<file path="src/design/mips_ctrl_consts.svh">
`ifndef MIPS_CTRL_CONSTS_SVH
`define MIPS_CTRL_CONSTS_SVH

// Instruction field widths
`define OPCODE_W 6
`define FUNCT_W 6

// External step counter
`define STEP_W 3

// Step values that release each group of states
`define STEP_FETCH 3'd1
`define STEP_DECODE 3'd2
`define STEP_EXEC 3'd3
`define STEP_MEM 3'd4
`define STEP_DONE 3'd5

// Opcode encodings
`define OPC_RTYPE 6'h00
`define OPC_J 6'h02
`define OPC_JAL 6'h03
`define OPC_BEQ 6'h04
`define OPC_BNE 6'h05
`define OPC_ADDI 6'h08
`define OPC_SLTI 6'h0A
`define OPC_ANDI 6'h0C
`define OPC_ORI 6'h0D
`define OPC_LUI 6'h0F
`define OPC_LW 6'h23
`define OPC_SW 6'h2B

// Funct encodings for R-type
`define FNC_JR 6'h08
`define FNC_ADD 6'h20
`define FNC_SUB 6'h22
`define FNC_AND 6'h24
`define FNC_OR 6'h25
`define FNC_SLT 6'h2A

`endif

</file>
<file path="src/design/mips_ctrl_pkg.sv">
`include "mips_ctrl_consts.svh"

package mips_ctrl_pkg;

    // Sequencer states
    typedef enum logic [3:0] {
        ST_IDLE,
        ST_FETCH,
        ST_DECODE,
        ST_EXECUTE,
        ST_WRITE_BACK,
        ST_EFF_ADDR,
        ST_STORE,
        ST_LOAD,
        ST_BRANCH_ADDR,
        ST_BEQ_CMP,
        ST_BNE_CMP,
        ST_JUMP,
        ST_UPDATE_PC,
        ST_WAIT,
        ST_UNDEFINED
    } ctrl_state_t;

    // Supported opcodes
    typedef enum logic [`OPCODE_W-1:0] {
        OP_RTYPE = `OPC_RTYPE,
        OP_J     = `OPC_J,
        OP_JAL   = `OPC_JAL,
        OP_BEQ   = `OPC_BEQ,
        OP_BNE   = `OPC_BNE,
        OP_ADDI  = `OPC_ADDI,
        OP_SLTI  = `OPC_SLTI,
        OP_ANDI  = `OPC_ANDI,
        OP_ORI   = `OPC_ORI,
        OP_LUI   = `OPC_LUI,
        OP_LW    = `OPC_LW,
        OP_SW    = `OPC_SW
    } opcode_t;

    // Supported R-type funct codes
    typedef enum logic [`FUNCT_W-1:0] {
        FN_JR  = `FNC_JR,
        FN_ADD = `FNC_ADD,
        FN_SUB = `FNC_SUB,
        FN_AND = `FNC_AND,
        FN_OR  = `FNC_OR,
        FN_SLT = `FNC_SLT
    } funct_t;

    // ALU operation, encoding matches the datapath ALU
    typedef enum logic [3:0] {
        ALU_AND = 4'd0,
        ALU_SUB = 4'd1,
        ALU_ADD = 4'd2,
        ALU_OR  = 4'd3,
        ALU_SLT = 4'd4,
        ALU_LUI = 4'd5
    } alu_op_t;

    // Path chosen after decode
    typedef enum logic [2:0] {IC_ALU, IC_MEM, IC_BRANCH, IC_JUMP, IC_BAD} instr_class_t;

    // Datapath mux selectors
    typedef enum logic [1:0] {
        SRC_B_REG       = 2'd0,
        SRC_B_FOUR      = 2'd1,
        SRC_B_IMM       = 2'd2,
        SRC_B_IMM_SHIFT = 2'd3
    } src_b_t;
    typedef enum logic {SRC_A_PC, SRC_A_REG} src_a_t;
    typedef enum logic [1:0] {DST_RT, DST_RD, DST_RA} reg_dst_t;
    typedef enum logic [1:0] {WB_ALU, WB_MEM, WB_PC} wb_src_t;
    typedef enum logic {PC_ALU_RESULT, PC_ALU_OUT} pc_src_t;
    typedef enum logic [1:0] {JMP_NONE, JMP_DIRECT, JMP_REG, JMP_LINK} jump_kind_t;

endpackage

</file>
<file path="src/design/instr_decoder.sv">
`timescale 1ns/10ps

module instr_decoder
    import mips_ctrl_pkg::*;
(
    input  opcode_t      opcode,
    input  funct_t       funct,
    output instr_class_t instr_class,
    output logic         is_store,
    output alu_op_t      alu_op_dec,
    output src_b_t       src_b_dec,
    output reg_dst_t     reg_dst_dec,
    output logic         link,
    output jump_kind_t   jump_kind
);

    always_comb
    begin
        // Anything not matched below is an undefined instruction
        instr_class = IC_BAD;
        is_store    = 1'b0;
        alu_op_dec  = ALU_AND;
        src_b_dec   = SRC_B_REG;
        reg_dst_dec = DST_RT;
        link        = 1'b0;
        jump_kind   = JMP_NONE;

        case (opcode)
            OP_RTYPE:
            begin
                // Register operands, result to rd
                instr_class = IC_ALU;
                src_b_dec   = SRC_B_REG;
                reg_dst_dec = DST_RD;
                case (funct)
                    FN_ADD: alu_op_dec = ALU_ADD;
                    FN_SUB: alu_op_dec = ALU_SUB;
                    FN_AND: alu_op_dec = ALU_AND;
                    FN_OR:  alu_op_dec = ALU_OR;
                    FN_SLT: alu_op_dec = ALU_SLT;
                    FN_JR:
                    begin
                        // jr goes down the jump path with the register target
                        instr_class = IC_JUMP;
                        jump_kind   = JMP_REG;
                    end
                    default: instr_class = IC_BAD;
                endcase
            end
            OP_ADDI, OP_SLTI, OP_ANDI, OP_ORI, OP_LUI:
            begin
                // Immediate ALU group, result to rt
                instr_class = IC_ALU;
                src_b_dec   = SRC_B_IMM;
                reg_dst_dec = DST_RT;
                case (opcode)
                    OP_ADDI: alu_op_dec = ALU_ADD;
                    OP_SLTI: alu_op_dec = ALU_SLT;
                    OP_ANDI: alu_op_dec = ALU_AND;
                    OP_ORI:  alu_op_dec = ALU_OR;
                    default: alu_op_dec = ALU_LUI;
                endcase
            end
            OP_LW, OP_SW:
            begin
                // Base plus offset address
                instr_class = IC_MEM;
                alu_op_dec  = ALU_ADD;
                src_b_dec   = SRC_B_IMM;
                reg_dst_dec = DST_RT;
                is_store    = (opcode == OP_SW);
            end
            OP_BEQ, OP_BNE:
            begin
                // Compare by subtraction, zero flag decides
                instr_class = IC_BRANCH;
                alu_op_dec  = ALU_SUB;
            end
            OP_J:
            begin
                instr_class = IC_JUMP;
                jump_kind   = JMP_DIRECT;
            end
            OP_JAL:
            begin
                // Return address goes to ra
                instr_class = IC_JUMP;
                jump_kind   = JMP_LINK;
                reg_dst_dec = DST_RA;
                link        = 1'b1;
            end
            default:
            begin
                instr_class = IC_BAD;
            end
        endcase
    end

endmodule

</file>
<file path="src/design/ctrl_fsm.sv">
`timescale 1ns/10ps
`include "mips_ctrl_consts.svh"

module ctrl_fsm
    import mips_ctrl_pkg::*;
(
    input  logic               clk,
    input  logic               reset,
    input  logic [`STEP_W-1:0] step,
    input  instr_class_t       instr_class,
    input  logic               is_store,
    input  opcode_t            opcode,
    output ctrl_state_t        state
);

    // Step value the current state waits for
    logic [`STEP_W-1:0] wait_step;
    // Where the state goes once released
    ctrl_state_t        target;
    ctrl_state_t        state_next;

    always_comb
    begin
        wait_step = `STEP_FETCH;
        target    = ST_IDLE;

        case (state)
            ST_IDLE, ST_WAIT:
            begin
                wait_step = `STEP_FETCH;
                target    = ST_FETCH;
            end
            ST_FETCH:
            begin
                wait_step = `STEP_DECODE;
                target    = ST_DECODE;
            end
            ST_DECODE:
            begin
                // Dispatch on the decoded class
                wait_step = `STEP_EXEC;
                case (instr_class)
                    IC_ALU:    target = ST_EXECUTE;
                    IC_MEM:    target = ST_EFF_ADDR;
                    IC_BRANCH: target = ST_BRANCH_ADDR;
                    IC_JUMP:   target = ST_JUMP;
                    default:   target = ST_UNDEFINED;
                endcase
            end
            ST_EXECUTE:
            begin
                wait_step = `STEP_MEM;
                target    = ST_WRITE_BACK;
            end
            ST_EFF_ADDR:
            begin
                wait_step = `STEP_MEM;
                target    = is_store ? ST_STORE : ST_LOAD;
            end
            ST_BRANCH_ADDR:
            begin
                // beq and bne differ only in the compare state
                wait_step = `STEP_MEM;
                case (opcode)
                    OP_BEQ:  target = ST_BEQ_CMP;
                    OP_BNE:  target = ST_BNE_CMP;
                    default: target = ST_UNDEFINED;
                endcase
            end
            ST_JUMP:
            begin
                wait_step = `STEP_MEM;
                target    = ST_UPDATE_PC;
            end
            ST_WRITE_BACK, ST_STORE, ST_LOAD, ST_BEQ_CMP, ST_BNE_CMP, ST_UPDATE_PC:
            begin
                // Final states of every path park in WAIT
                wait_step = `STEP_DONE;
                target    = ST_WAIT;
            end
            default:
            begin
                // UNDEFINED and unused codes fall back to IDLE
                wait_step = `STEP_FETCH;
                target    = ST_IDLE;
            end
        endcase
    end

    // Hold until the awaited step, UNDEFINED leaves unconditionally
    always_comb
    begin
        if (state == ST_UNDEFINED || step == wait_step)
            state_next = target;
        else
            state_next = state;
    end

    always_ff @(posedge clk or negedge reset)
    begin
        if (!reset)
            state <= ST_IDLE;
        else
            state <= state_next;
    end

endmodule

</file>
<file path="src/design/ctrl_outputs.sv">
`timescale 1ns/10ps

module ctrl_outputs
    import mips_ctrl_pkg::*;
(
    input  ctrl_state_t state,
    input  logic        zero,
    input  alu_op_t     alu_op_dec,
    input  src_b_t      src_b_dec,
    input  reg_dst_t    reg_dst_dec,
    input  logic        link,
    output logic        i_or_d,
    output logic        mem_write,
    output logic        mem_select,
    output logic        ir_write,
    output logic        data_write,
    output logic        reg_write,
    output logic        rdx_en,
    output logic        alu_result_en,
    output logic        pc_write,
    output logic        branch,
    output logic        pc_en,
    output alu_op_t     alu_control,
    output src_a_t      src_a,
    output src_b_t      src_b,
    output reg_dst_t    reg_dst,
    output wb_src_t     mem_to_reg,
    output pc_src_t     pc_src
);

    always_comb
    begin
        // Everything inactive unless the state asks for it
        i_or_d        = 1'b0;
        mem_write     = 1'b0;
        mem_select    = 1'b0;
        ir_write      = 1'b0;
        data_write    = 1'b0;
        reg_write     = 1'b0;
        rdx_en        = 1'b0;
        alu_result_en = 1'b0;
        pc_write      = 1'b0;
        branch        = 1'b0;
        alu_control   = ALU_AND;
        src_a         = SRC_A_PC;
        src_b         = SRC_B_REG;
        reg_dst       = DST_RT;
        mem_to_reg    = WB_ALU;
        pc_src        = PC_ALU_RESULT;

        case (state)
            ST_FETCH, ST_UPDATE_PC:
            begin
                // Instruction register load and pc + 4
                ir_write    = 1'b1;
                src_b       = SRC_B_FOUR;
                alu_control = ALU_ADD;
                src_a       = SRC_A_PC;
                // UPDATE_PC only prepares the sum and leaves pc alone
                pc_write    = (state == ST_FETCH);
            end
            ST_DECODE:
            begin
                // Latch register file reads
                rdx_en      = 1'b1;
                src_a       = SRC_A_REG;
                reg_dst     = reg_dst_dec;
                alu_control = alu_op_dec;
            end
            ST_EXECUTE:
            begin
                alu_result_en = 1'b1;
                src_a         = SRC_A_REG;
                src_b         = src_b_dec;
                alu_control   = alu_op_dec;
                reg_dst       = reg_dst_dec;
            end
            ST_WRITE_BACK:
            begin
                reg_write  = 1'b1;
                reg_dst    = reg_dst_dec;
                mem_to_reg = WB_ALU;
            end
            ST_EFF_ADDR:
            begin
                // Base register plus sign extended offset
                rdx_en        = 1'b1;
                alu_result_en = 1'b1;
                src_a         = SRC_A_REG;
                src_b         = SRC_B_IMM;
                alu_control   = ALU_ADD;
            end
            ST_STORE:
            begin
                // Data memory write at ALU out
                i_or_d     = 1'b1;
                mem_write  = 1'b1;
                mem_select = 1'b1;
            end
            ST_LOAD:
            begin
                // Memory read straight into the register file
                i_or_d     = 1'b1;
                mem_select = 1'b1;
                data_write = 1'b1;
                reg_write  = 1'b1;
                mem_to_reg = WB_MEM;
                reg_dst    = reg_dst_dec;
            end
            ST_BRANCH_ADDR:
            begin
                // Target is pc plus shifted offset
                alu_result_en = 1'b1;
                src_a         = SRC_A_PC;
                src_b         = SRC_B_IMM_SHIFT;
                alu_control   = ALU_ADD;
            end
            ST_BEQ_CMP, ST_BNE_CMP:
            begin
                rdx_en      = 1'b1;
                src_a       = SRC_A_REG;
                alu_control = ALU_SUB;
                pc_src      = PC_ALU_OUT;
                // Taken on equal for beq and on not equal for bne
                branch      = (state == ST_BEQ_CMP) ? zero : !zero;
            end
            ST_JUMP:
            begin
                pc_write = 1'b1;
                if (link)
                begin
                    // jal saves the return address in ra
                    reg_write  = 1'b1;
                    mem_to_reg = WB_PC;
                    reg_dst    = DST_RA;
                end
            end
            default:
            begin
                // IDLE, WAIT and UNDEFINED keep the defaults
            end
        endcase
    end

    assign pc_en = pc_write | branch;

endmodule

</file>
<file path="src/design/control_unit.sv">
`timescale 1ns/10ps
`include "mips_ctrl_consts.svh"

module control_unit
    import mips_ctrl_pkg::*;
(
    input  logic               clk,
    input  logic               reset,
    input  logic [`STEP_W-1:0] step,
    input  opcode_t            opcode,
    input  funct_t             funct,
    input  logic               zero,
    output logic               i_or_d,
    output logic               mem_write,
    output logic               mem_select,
    output logic               ir_write,
    output logic               data_write,
    output logic               reg_write,
    output logic               rdx_en,
    output logic               alu_result_en,
    output logic               pc_write,
    output logic               branch,
    output logic               pc_en,
    output alu_op_t            alu_control,
    output src_a_t             src_a,
    output src_b_t             src_b,
    output reg_dst_t           reg_dst,
    output wb_src_t            mem_to_reg,
    output pc_src_t            pc_src,
    output jump_kind_t         jump_kind
);

    // Decoder results
    instr_class_t instr_class;
    logic         is_store;
    alu_op_t      alu_op_dec;
    src_b_t       src_b_dec;
    reg_dst_t     reg_dst_dec;
    logic         link;
    // Sequencer state
    ctrl_state_t  state;

    instr_decoder u_instr_decoder (
        .opcode      (opcode),
        .funct       (funct),
        .instr_class (instr_class),
        .is_store    (is_store),
        .alu_op_dec  (alu_op_dec),
        .src_b_dec   (src_b_dec),
        .reg_dst_dec (reg_dst_dec),
        .link        (link),
        .jump_kind   (jump_kind)
    );

    ctrl_fsm u_ctrl_fsm (
        .clk         (clk),
        .reset       (reset),
        .step        (step),
        .instr_class (instr_class),
        .is_store    (is_store),
        .opcode      (opcode),
        .state       (state)
    );

    ctrl_outputs u_ctrl_outputs (
        .state         (state),
        .zero          (zero),
        .alu_op_dec    (alu_op_dec),
        .src_b_dec     (src_b_dec),
        .reg_dst_dec   (reg_dst_dec),
        .link          (link),
        .i_or_d        (i_or_d),
        .mem_write     (mem_write),
        .mem_select    (mem_select),
        .ir_write      (ir_write),
        .data_write    (data_write),
        .reg_write     (reg_write),
        .rdx_en        (rdx_en),
        .alu_result_en (alu_result_en),
        .pc_write      (pc_write),
        .branch        (branch),
        .pc_en         (pc_en),
        .alu_control   (alu_control),
        .src_a         (src_a),
        .src_b         (src_b),
        .reg_dst       (reg_dst),
        .mem_to_reg    (mem_to_reg),
        .pc_src        (pc_src)
    );

endmodule

</file>
<file path="config.mk">
export PLATFORM = sky130hd
export DESIGN_NAME = control_unit
export DESIGN_NICKNAME = d
export VERILOG_FILES = /design/src/design/mips_ctrl_pkg.sv /design/src/design/instr_decoder.sv /design/src/design/ctrl_fsm.sv /design/src/design/ctrl_outputs.sv /design/src/design/control_unit.sv
export VERILOG_INCLUDE_DIRS = /design/src /design/src/design
export SDC_FILE = /design/constraint.sdc
export NUM_CORES = 1
export LEC_CHECK = 0
export ABC_AREA = 1
export ABC_CLOCK_PERIOD_IN_PS = 3300
export BUFFER_PORTS_ARGS = -buffer_cell sky130_fd_sc_hd__clkbuf_2
export CAP_MARGIN = 5
export CORE_MARGIN = 5
export CORE_UTILIZATION = 50
export DETAILED_ROUTE_END_ITERATION = 12
export PLACE_DENSITY = 0.9
export SLEW_MARGIN = 5
export SYNTH_ARGS = -nofsm -noshare
export SYNTH_HDL_FRONTEND = slang
export SYNTH_SLANG_ARGS = --single-unit
</file>
<file path="constraint.sdc">
create_clock -name clk -period 3.3 [get_ports clk]
set_input_delay 0.99 -clock clk [delete_from_list [all_inputs] [get_ports clk]]
set_output_delay 0.99 -clock clk [all_outputs]
set_load 0.01 [all_outputs]
</file>
==> results of run 1 <==
==> routing by layer <==
metal,vias to the layer above,GRT usage
li1,734,-
met1,639,0.274
met2,69,0.337
met3,2,0.0356
met4,0,0.0563
met5,-,0
==> synthesized netlist by cell type <==
master and count:
sky130_fd_sc_hd__nor2_4 5, sky130_fd_sc_hd__clkinv_1 1, sky130_fd_sc_hd__buf_4 5, sky130_fd_sc_hd__nand3_1 26, sky130_fd_sc_hd__a211oi_1 1, sky130_fd_sc_hd__conb_1 1, sky130_fd_sc_hd__o21ai_0 7, sky130_fd_sc_hd__nand2_4 6
sky130_fd_sc_hd__nand2_2 7, sky130_fd_sc_hd__nor2_1 32, sky130_fd_sc_hd__nand3_4 3, sky130_fd_sc_hd__o22ai_1 1, sky130_fd_sc_hd__nand3_2 3, sky130_fd_sc_hd__nor3_1 2, sky130_fd_sc_hd__nand3b_1 1, sky130_fd_sc_hd__a21oi_1 4
sky130_fd_sc_hd__a22oi_1 1, sky130_fd_sc_hd__inv_1 29, sky130_fd_sc_hd__nor2_2 5, sky130_fd_sc_hd__inv_4 1, sky130_fd_sc_hd__clkinv_2 2, sky130_fd_sc_hd__nand2_1 48, sky130_fd_sc_hd__nand4_1 4, sky130_fd_sc_hd__dfrtp_1 4
sky130_fd_sc_hd__or2_2 1, sky130_fd_sc_hd__o211ai_1 1, sky130_fd_sc_hd__a31oi_1 2, sky130_fd_sc_hd__nor4_1 1, sky130_fd_sc_hd__inv_2 4
==> layout make-up <==
type	instances	area [µm²]
Tap cell	28	35.0
Clock buffer	3	22.5
Timing Repair Buffer	42	213
Inverter	37	144
Fill cell	230	831
Multi-Input combinational cell	162	867
Sequential cell	4	100
==> worst register-to-register path, stage by stage, from the launching register on <==
cell and delay [ns]:
sky130_fd_sc_hd__dfrtp_1 0.62, sky130_fd_sc_hd__nand2_4 0.17, sky130_fd_sc_hd__nor2_1 0.20, sky130_fd_sc_hd__nor2_2 0.08, sky130_fd_sc_hd__nand3_1 0.08, sky130_fd_sc_hd__nand2_1 0.08, sky130_fd_sc_hd__nor2_4 0.12, sky130_fd_sc_hd__nand3_4 0.10
sky130_fd_sc_hd__nand2_2 0.09, sky130_fd_sc_hd__nand2_1 0.06, sky130_fd_sc_hd__nand2_1 0.05
==> power groups by stage <==
stage	combinational, mW	clock [mW]	sequential [mW]
6_report	0.913	0.0661	0.141
3_3_place_gp	0.893	0	0.138
2_1_floorplan	0.732	0	0.0973
5_1_grt	1.01	0.0736	0.144
4_1_cts	0.913	0.0701	0.138
3_5_place_dp	0.911	0	0.139
==> final timing paths <==
path	slack, ns	endpoint	start
min reg2reg	0.66	u_ctrl_fsm.state[0]$_DFFE_PN0P_	u_ctrl_fsm.state[0]$_DFFE_PN0P_
min	0.53	u_ctrl_fsm.state[2]$_DFFE_PN0P_	reset
min in group clk	0.66	u_ctrl_fsm.state[0]$_DFFE_PN0P_	u_ctrl_fsm.state[0]$_DFFE_PN0P_
max in group asynchronous	2.64	u_ctrl_fsm.state[3]$_DFFE_PN0P_	reset
max	0.22	alu_control[0]	funct[5]
max reg2reg	1.56	u_ctrl_fsm.state[3]$_DFFE_PN0P_	u_ctrl_fsm.state[1]$_DFFE_PN0P_
==> cells by family after synthesis <==
family / after synthesis
and+or+nand+nor: 144
buffers and inverters: 42
AOI/OAI and AO/OA: 17
DFF: 4
other: 1
==> results.env, run 1 <==
TRITONCTS='yes'
DRT_ITER0_DRC=90
YOSYS_REGISTER_BITS=4
GRT_PASS1_VIAS=1341
CLOCKROOTBUFFER='sky130_fd_sc_hd__clkbuf_4'
PLACED_CELL_AREA_UM2=1360
AVGROUTEDWIREPERCELL_UM=11.8
POWERDENSITY_nW_PER_UM2=810
SYNTH_XOR_AREA_FRAC=0
CTS_HOLD_REPAIR.BUFFERS=0
NUM-NETS-FINAL=268
POST_CTS_BUFFERS=0
FLOORPLAN.INITIALDENSITY=0.519
CP_SLOWEST_CELL='sky130_fd_sc_hd__o21ai_0'
CRIT_PATH_CELL_TRACE='clkbuf_2 > inv_1 > nor2_1 > nand2_1 > o21ai_0 > a211oi_1 > o21ai_0 > clkbuf_2'
TIMING.CRITICAL_PATH.ARRIVAL_NS=2.09
ROUTE.ANTENNA.REMAINING_NETS=0
DR_WL_MET3_UM=308
SHARE_COMB_OF_TOTAL_POWER=0.815
CRITICAL_PATH.MAX_FANOUT=5
FINAL.HOLD.WORST_SLACK_NS=0.533
YOSYS_WARNINGS=0
DIE_W_UM=57.9
CTS_MAX_PATH_BUFFERS=2
REPORT.FINAL.SLEW_VIOL_COUNT=0
SYNTH_TOP_AREA_SHARE=0.157
NETSWITCHINGPOWER_mW=0.687
MOSTFREQUENTLAYOUTCELL='sky130_fd_sc_hd__nand2_1'
PLACE.DETAILED.INSTANCES=273
DPL.HPWL_MM=2.73
FIN_SKEW_NS=0.00805
DR.MAX_LAYER_USED='met4'
CAP_VIOLATIONS=0
PATH_DELAY_FAMILY='compound AO/OA/AOI/OAI gates'
MOSTFREQUENTLAYOUTCELLS='sky130_fd_sc_hd__nand2_1, sky130_fd_sc_hd__clkbuf_2, sky130_fd_sc_hd__nor2_1, sky130_fd_sc_hd__inv_1, sky130_fd_sc_hd__nand3_1'
IOS=43
FINAL_CORE_UTILIZATION=0.624
LAYOUTNONFILLERINSTCOUNT=276
YOSYSUNIQUECELLTYPES=29
FP.DIEAREA_UM2=3360
CTS_INSERTED_BUFFERS=3
POST-PLACE-WS_NS=0.234
GRT_FIRST_PASS_WIRELENGTH_MM=5.62
MAX_STAGE_DELAY_NS=0.24
SYNTH_ADDER_AREA_SHARE=0
SEQ_POWER_SHARE=0.126
SETUP_VIOL_COUNT_FINAL=0
TOTAL_VIA_COUNT_IN_THE_ROUTED_DESIGN=1444
COMBINATIONAL_FAMILY_WITH_THE_MOST_AREA_AFTER_SYNTHESIS='simple AND/OR/NAND/NOR gates'
LEAKAGEPOWER_nW=0.860
PLACEMENT_ROWS=17
SYNTH_COMPOUND_GATE_AREA_SHARE=0.0839
BIGGESTREGSBYFLOPS='u_ctrl_fsm.state (4)'
REG2REG_DEPTH=10
TIMING_HOLD_VIOLATIONS_FINAL=0
DRT_WL_TOTAL_MM=3.24
SYNTH.CELL_AREA_UM2=1150
POST-SYNTH-TOP-AREA-CELL='sky130_fd_sc_hd__nand2_1'
DRCVIOLATIONCOUNT=0
YS_SEQ_AREA_FRAC=0.0871
DIE_H_UM=57.9
WORST_SKEW_PAIR.LATE_LATENCY_NS=0.25
LAYOUT_MIN_CYCLE_TIME_NS=3.08
PLACEABLECOREAREA_UM2=2210
FINAL_DESIGN_AREA_NO_FILL_UM2=1380
POST-LAYOUT-TOTAL-POWER_mW=1.12
RUN_STATUS='finished clean'
SYN-NUM-NETS=226
NUM_ANTENNA_CELLS=0
POST-ROUTE-PERIOD-UTIL=0.935
PLACE.PORT_BUFFERS=41
END_KIND='output pin'
REGISTER_WITH_THE_MOST_FLIP_FLOPS='u_ctrl_fsm.state'
MAX_CLOCK_FREQ_MHz=324
GRT_SETUP_UNREPAIRED='false'
WORSTPATHREQUIRED_NS=2.31
FRACTION_OF_POWER_SPENT_SWITCHING_NETS=0.614
SETUP-TNS-FINAL_NS=0
GRT_REMAINING_OVERFLOW=0
TRITONCTS_NUM_SINKS=4
LARGEST_REG_FLOPS=4
AREA_DELTA_SYNTH_FINAL_PCT=20.3
CTSRESIZECOUNT=0
ROUTED_VIA_DENSITY=5.23
GRTUSAGETOTAL=0.205
SYN_INST=208
INTERNAL_POWER_mW=0.432
MIN_PATH_TYPE='input pin to async pin'
WORST-SETUP-PATH-TYPE='input pin to output pin'
NETLIST_TOP_CELLS_AREA='sky130_fd_sc_hd__nand2_1, sky130_fd_sc_hd__nand3_1, sky130_fd_sc_hd__nor2_1'
ROUTED-WL-MET2_MM=1.52
CRITICAL_PATH.STARTPOINT_TYPE='input pin'
CLKSLEWWORSTSETUPHOLDPATHS_NS=0.04
MAX-VDD-IR-DROP_mV=0.525
TIMING.FINAL.WS_SETUP_NS=0.215
MET1WIRELENGTH_MM=1.38
SYN_AREA_PER_CELL_UM2=5.52
MUXSHAREOFSYNTHAREA=0
NUMBER_OF_ANTENNA_VIOLATIONS_AT_THE_FIRST_CHECK_IN_GLOBAL_ROUTING=0
LAYOUT-DRIVE-GT1-SHARE=0.331
DETAIL_ROUTE.FIRST_PASS.ITERATIONS=4
WORST-PATH-STAGES=8
CLOCK_POWER_SHARE=0.059
CP_NUM_BUF_INV=3
PIN_COUNT_OF_THE_BIGGEST_NET_ENTERING_GLOBAL_ROUTING=10
FINALWEIGHTEDCONGESTION=0.910
SYNTH_SIMPLE_GATE_AREA_SHARE=0.668
CTS-HTREE-LEVELS=1
(Power assumes the default switching activity.)
==> run 2, diff against run 1 <==
RECOVER_POWER = 50   (was not set)
SETUP_SLACK_MARGIN = 0.02   (was not set)
==> results.env, run 2 (synthesis gave the netlist of run 1 again) <==
RUN_STATUS='finished clean'
PLACEABLECOREAREA_UM2=2210
LAYOUT_MIN_CYCLE_TIME_NS=3.09
FINALWEIGHTEDCONGESTION=0.910
TRITONCTS_NUM_SINKS=4
FLOORPLAN.INITIALDENSITY=0.519
GRT_REMAINING_OVERFLOW=0
PIN_COUNT_OF_THE_BIGGEST_NET_ENTERING_GLOBAL_ROUTING=10
NUMBER_OF_ANTENNA_VIOLATIONS_AT_THE_FIRST_CHECK_IN_GLOBAL_ROUTING=0
LAYOUTNONFILLERINSTCOUNT=276
SETUP_VIOL_COUNT_FINAL=0
PLACEMENT_ROWS=17
DRT_WL_TOTAL_MM=3.24
PLACE.DETAILED.INSTANCES=273
FIN_SKEW_NS=0.00949
BIGGESTREGSBYFLOPS='u_ctrl_fsm.state (4)'
CTS_MAX_PATH_BUFFERS=2
AREA_DELTA_SYNTH_FINAL_PCT=16.7
PLACE.PORT_BUFFERS=41
WORST-SETUP-PATH-TYPE='input pin to output pin'
MAX_CLOCK_FREQ_MHz=324
POST_CTS_BUFFERS=0
WORST-R2R-SETUP-SLACK_NS=1.38
REG2REG_DEPTH=11
WORST_SKEW_PAIR.LATE_LATENCY_NS=0.25
WORSTPATHREQUIRED_NS=2.31
CTS_HOLD_REPAIR.BUFFERS=0
AVGROUTEDWIREPERCELL_UM=11.7
DPL.HPWL_MM=2.73
CTSRESIZECOUNT=0
MOSTFREQUENTLAYOUTCELLS='sky130_fd_sc_hd__nand2_1, sky130_fd_sc_hd__clkbuf_2, sky130_fd_sc_hd__nor2_1, sky130_fd_sc_hd__inv_1, sky130_fd_sc_hd__nand3_1'
GRT_SETUP_UNREPAIRED='false'
TIMING.CRITICAL_PATH.ARRIVAL_NS=2.10
MOSTFREQUENTLAYOUTCELL='sky130_fd_sc_hd__nand2_1'
TRITONCTS='yes'
CTS_INSERTED_BUFFERS=3
ROUTE.ANTENNA.REMAINING_NETS=0
FP.DIEAREA_UM2=3360
LAYOUT-DRIVE-GT1-SHARE=0.294
NUM_ANTENNA_CELLS=0
CAP_VIOLATIONS=0
GRT_PASS1_VIAS=1341
END_KIND='output pin'
CRITICAL_PATH.STARTPOINT_TYPE='input pin'
DIE_H_UM=57.9
ROUTED_VIA_DENSITY=5.23
POWERDENSITY_nW_PER_UM2=805
DIE_W_UM=57.9
IOS=43
REGISTER_WITH_THE_MOST_FLIP_FLOPS='u_ctrl_fsm.state'
TIMING_HOLD_VIOLATIONS_FINAL=0
CTS-HTREE-LEVELS=1
LARGEST_REG_FLOPS=4
FINAL_DESIGN_AREA_NO_FILL_UM2=1340
DRT_ITER0_DRC=85
POST-PLACE-WS_NS=0.234
DETAIL_ROUTE.FIRST_PASS.ITERATIONS=4
CLOCKROOTBUFFER='sky130_fd_sc_hd__clkbuf_4'
MAX-VDD-IR-DROP_mV=0.491
REPORT.FINAL.SLEW_VIOL_COUNT=0
GRT_FIRST_PASS_WIRELENGTH_MM=5.62
PLACED_CELL_AREA_UM2=1360
R2R_START='u_ctrl_fsm.state[3]$_DFFE_PN0P_'
LEAKAGEPOWER_nW=0.840
TOTAL_VIA_COUNT_IN_THE_ROUTED_DESIGN=1443
GRTUSAGETOTAL=0.205
POST-ROUTE-PERIOD-UTIL=0.935
R2R_PATH_END='u_ctrl_fsm.state[3]$_DFFE_PN0P_'
TIMING.FINAL.WS_SETUP_NS=0.214
POST-LAYOUT-TOTAL-POWER_mW=1.08
CLKSLEWWORSTSETUPHOLDPATHS_NS=0.04
DRCVIOLATIONCOUNT=0
CRITICAL_PATH.MAX_FANOUT=5
FINAL.HOLD.WORST_SLACK_NS=0.552
MIN_PATH_TYPE='input pin to async pin'
FINAL_CORE_UTILIZATION=0.606
NUM-NETS-FINAL=268
SETUP-TNS-FINAL_NS=0
-- run 2: cell types whose count changed in the layout (fill, tap and decap cells not counted), moves of 2 or more --
| cell | delta |
|---|---|
| sky130_fd_sc_hd__clkbuf_1 | +4 |
| sky130_fd_sc_hd__clkbuf_2 | -4 |
| sky130_fd_sc_hd__nor2_1 | +2 |
| sky130_fd_sc_hd__nor2_4 | -2 |
-- run 2: where the power goes --
part	switching, mW	internal, mW	leakage, nW	total (mW)
clock	0.0256	0.0410	0.0138	0.0667
sequential	0.0591	0.0726	0.0503	0.132
combinational	0.577	0.304	0.776	0.881
-- run 2: worst max path at each step --
stage                    from             end  slack [ns]  cells after the start
global route         funct[5]  alu_control[0]        0.04                      8
floorplan           opcode[5]  alu_control[2]        0.37                      4
global placement    opcode[0]  alu_control[2]        0.26                      6
finish               funct[5]  alu_control[0]        0.21                      8
detailed placement  opcode[0]  alu_control[2]        0.23                      6
CTS                 opcode[0]  alu_control[2]        0.23                      6
-- run 2: critical path, stage by stage --
cell and delay, ns:
sky130_fd_sc_hd__clkbuf_2 0.09, sky130_fd_sc_hd__inv_1 0.03, sky130_fd_sc_hd__nor2_1 0.22, sky130_fd_sc_hd__nand2_1 0.08, sky130_fd_sc_hd__o21ai_0 0.24, sky130_fd_sc_hd__a211oi_1 0.13
sky130_fd_sc_hd__o21ai_0 0.16, sky130_fd_sc_hd__clkbuf_2 0.15
-- run 2: routing by layer --
layer | vias to the layer above | GRT usage | routed length, µm
li1 | 734 | - | -
met1 | 635 | 0.274 | 1360
met2 | 70 | 0.337 | 1530
met3 | 4 | 0.0356 | 304
met4 | 0 | 0.0563 | 35
met5 | - | 0 | 0
-- run 2: final cells by class --
type	instances	area, µm²
Tap cell	28	35.0
Timing Repair Buffer	42	208
Clock buffer	3	22.5
Multi-Input combinational cell	162	832
Inverter	37	143
Sequential cell	4	100
Fill cell	239	872
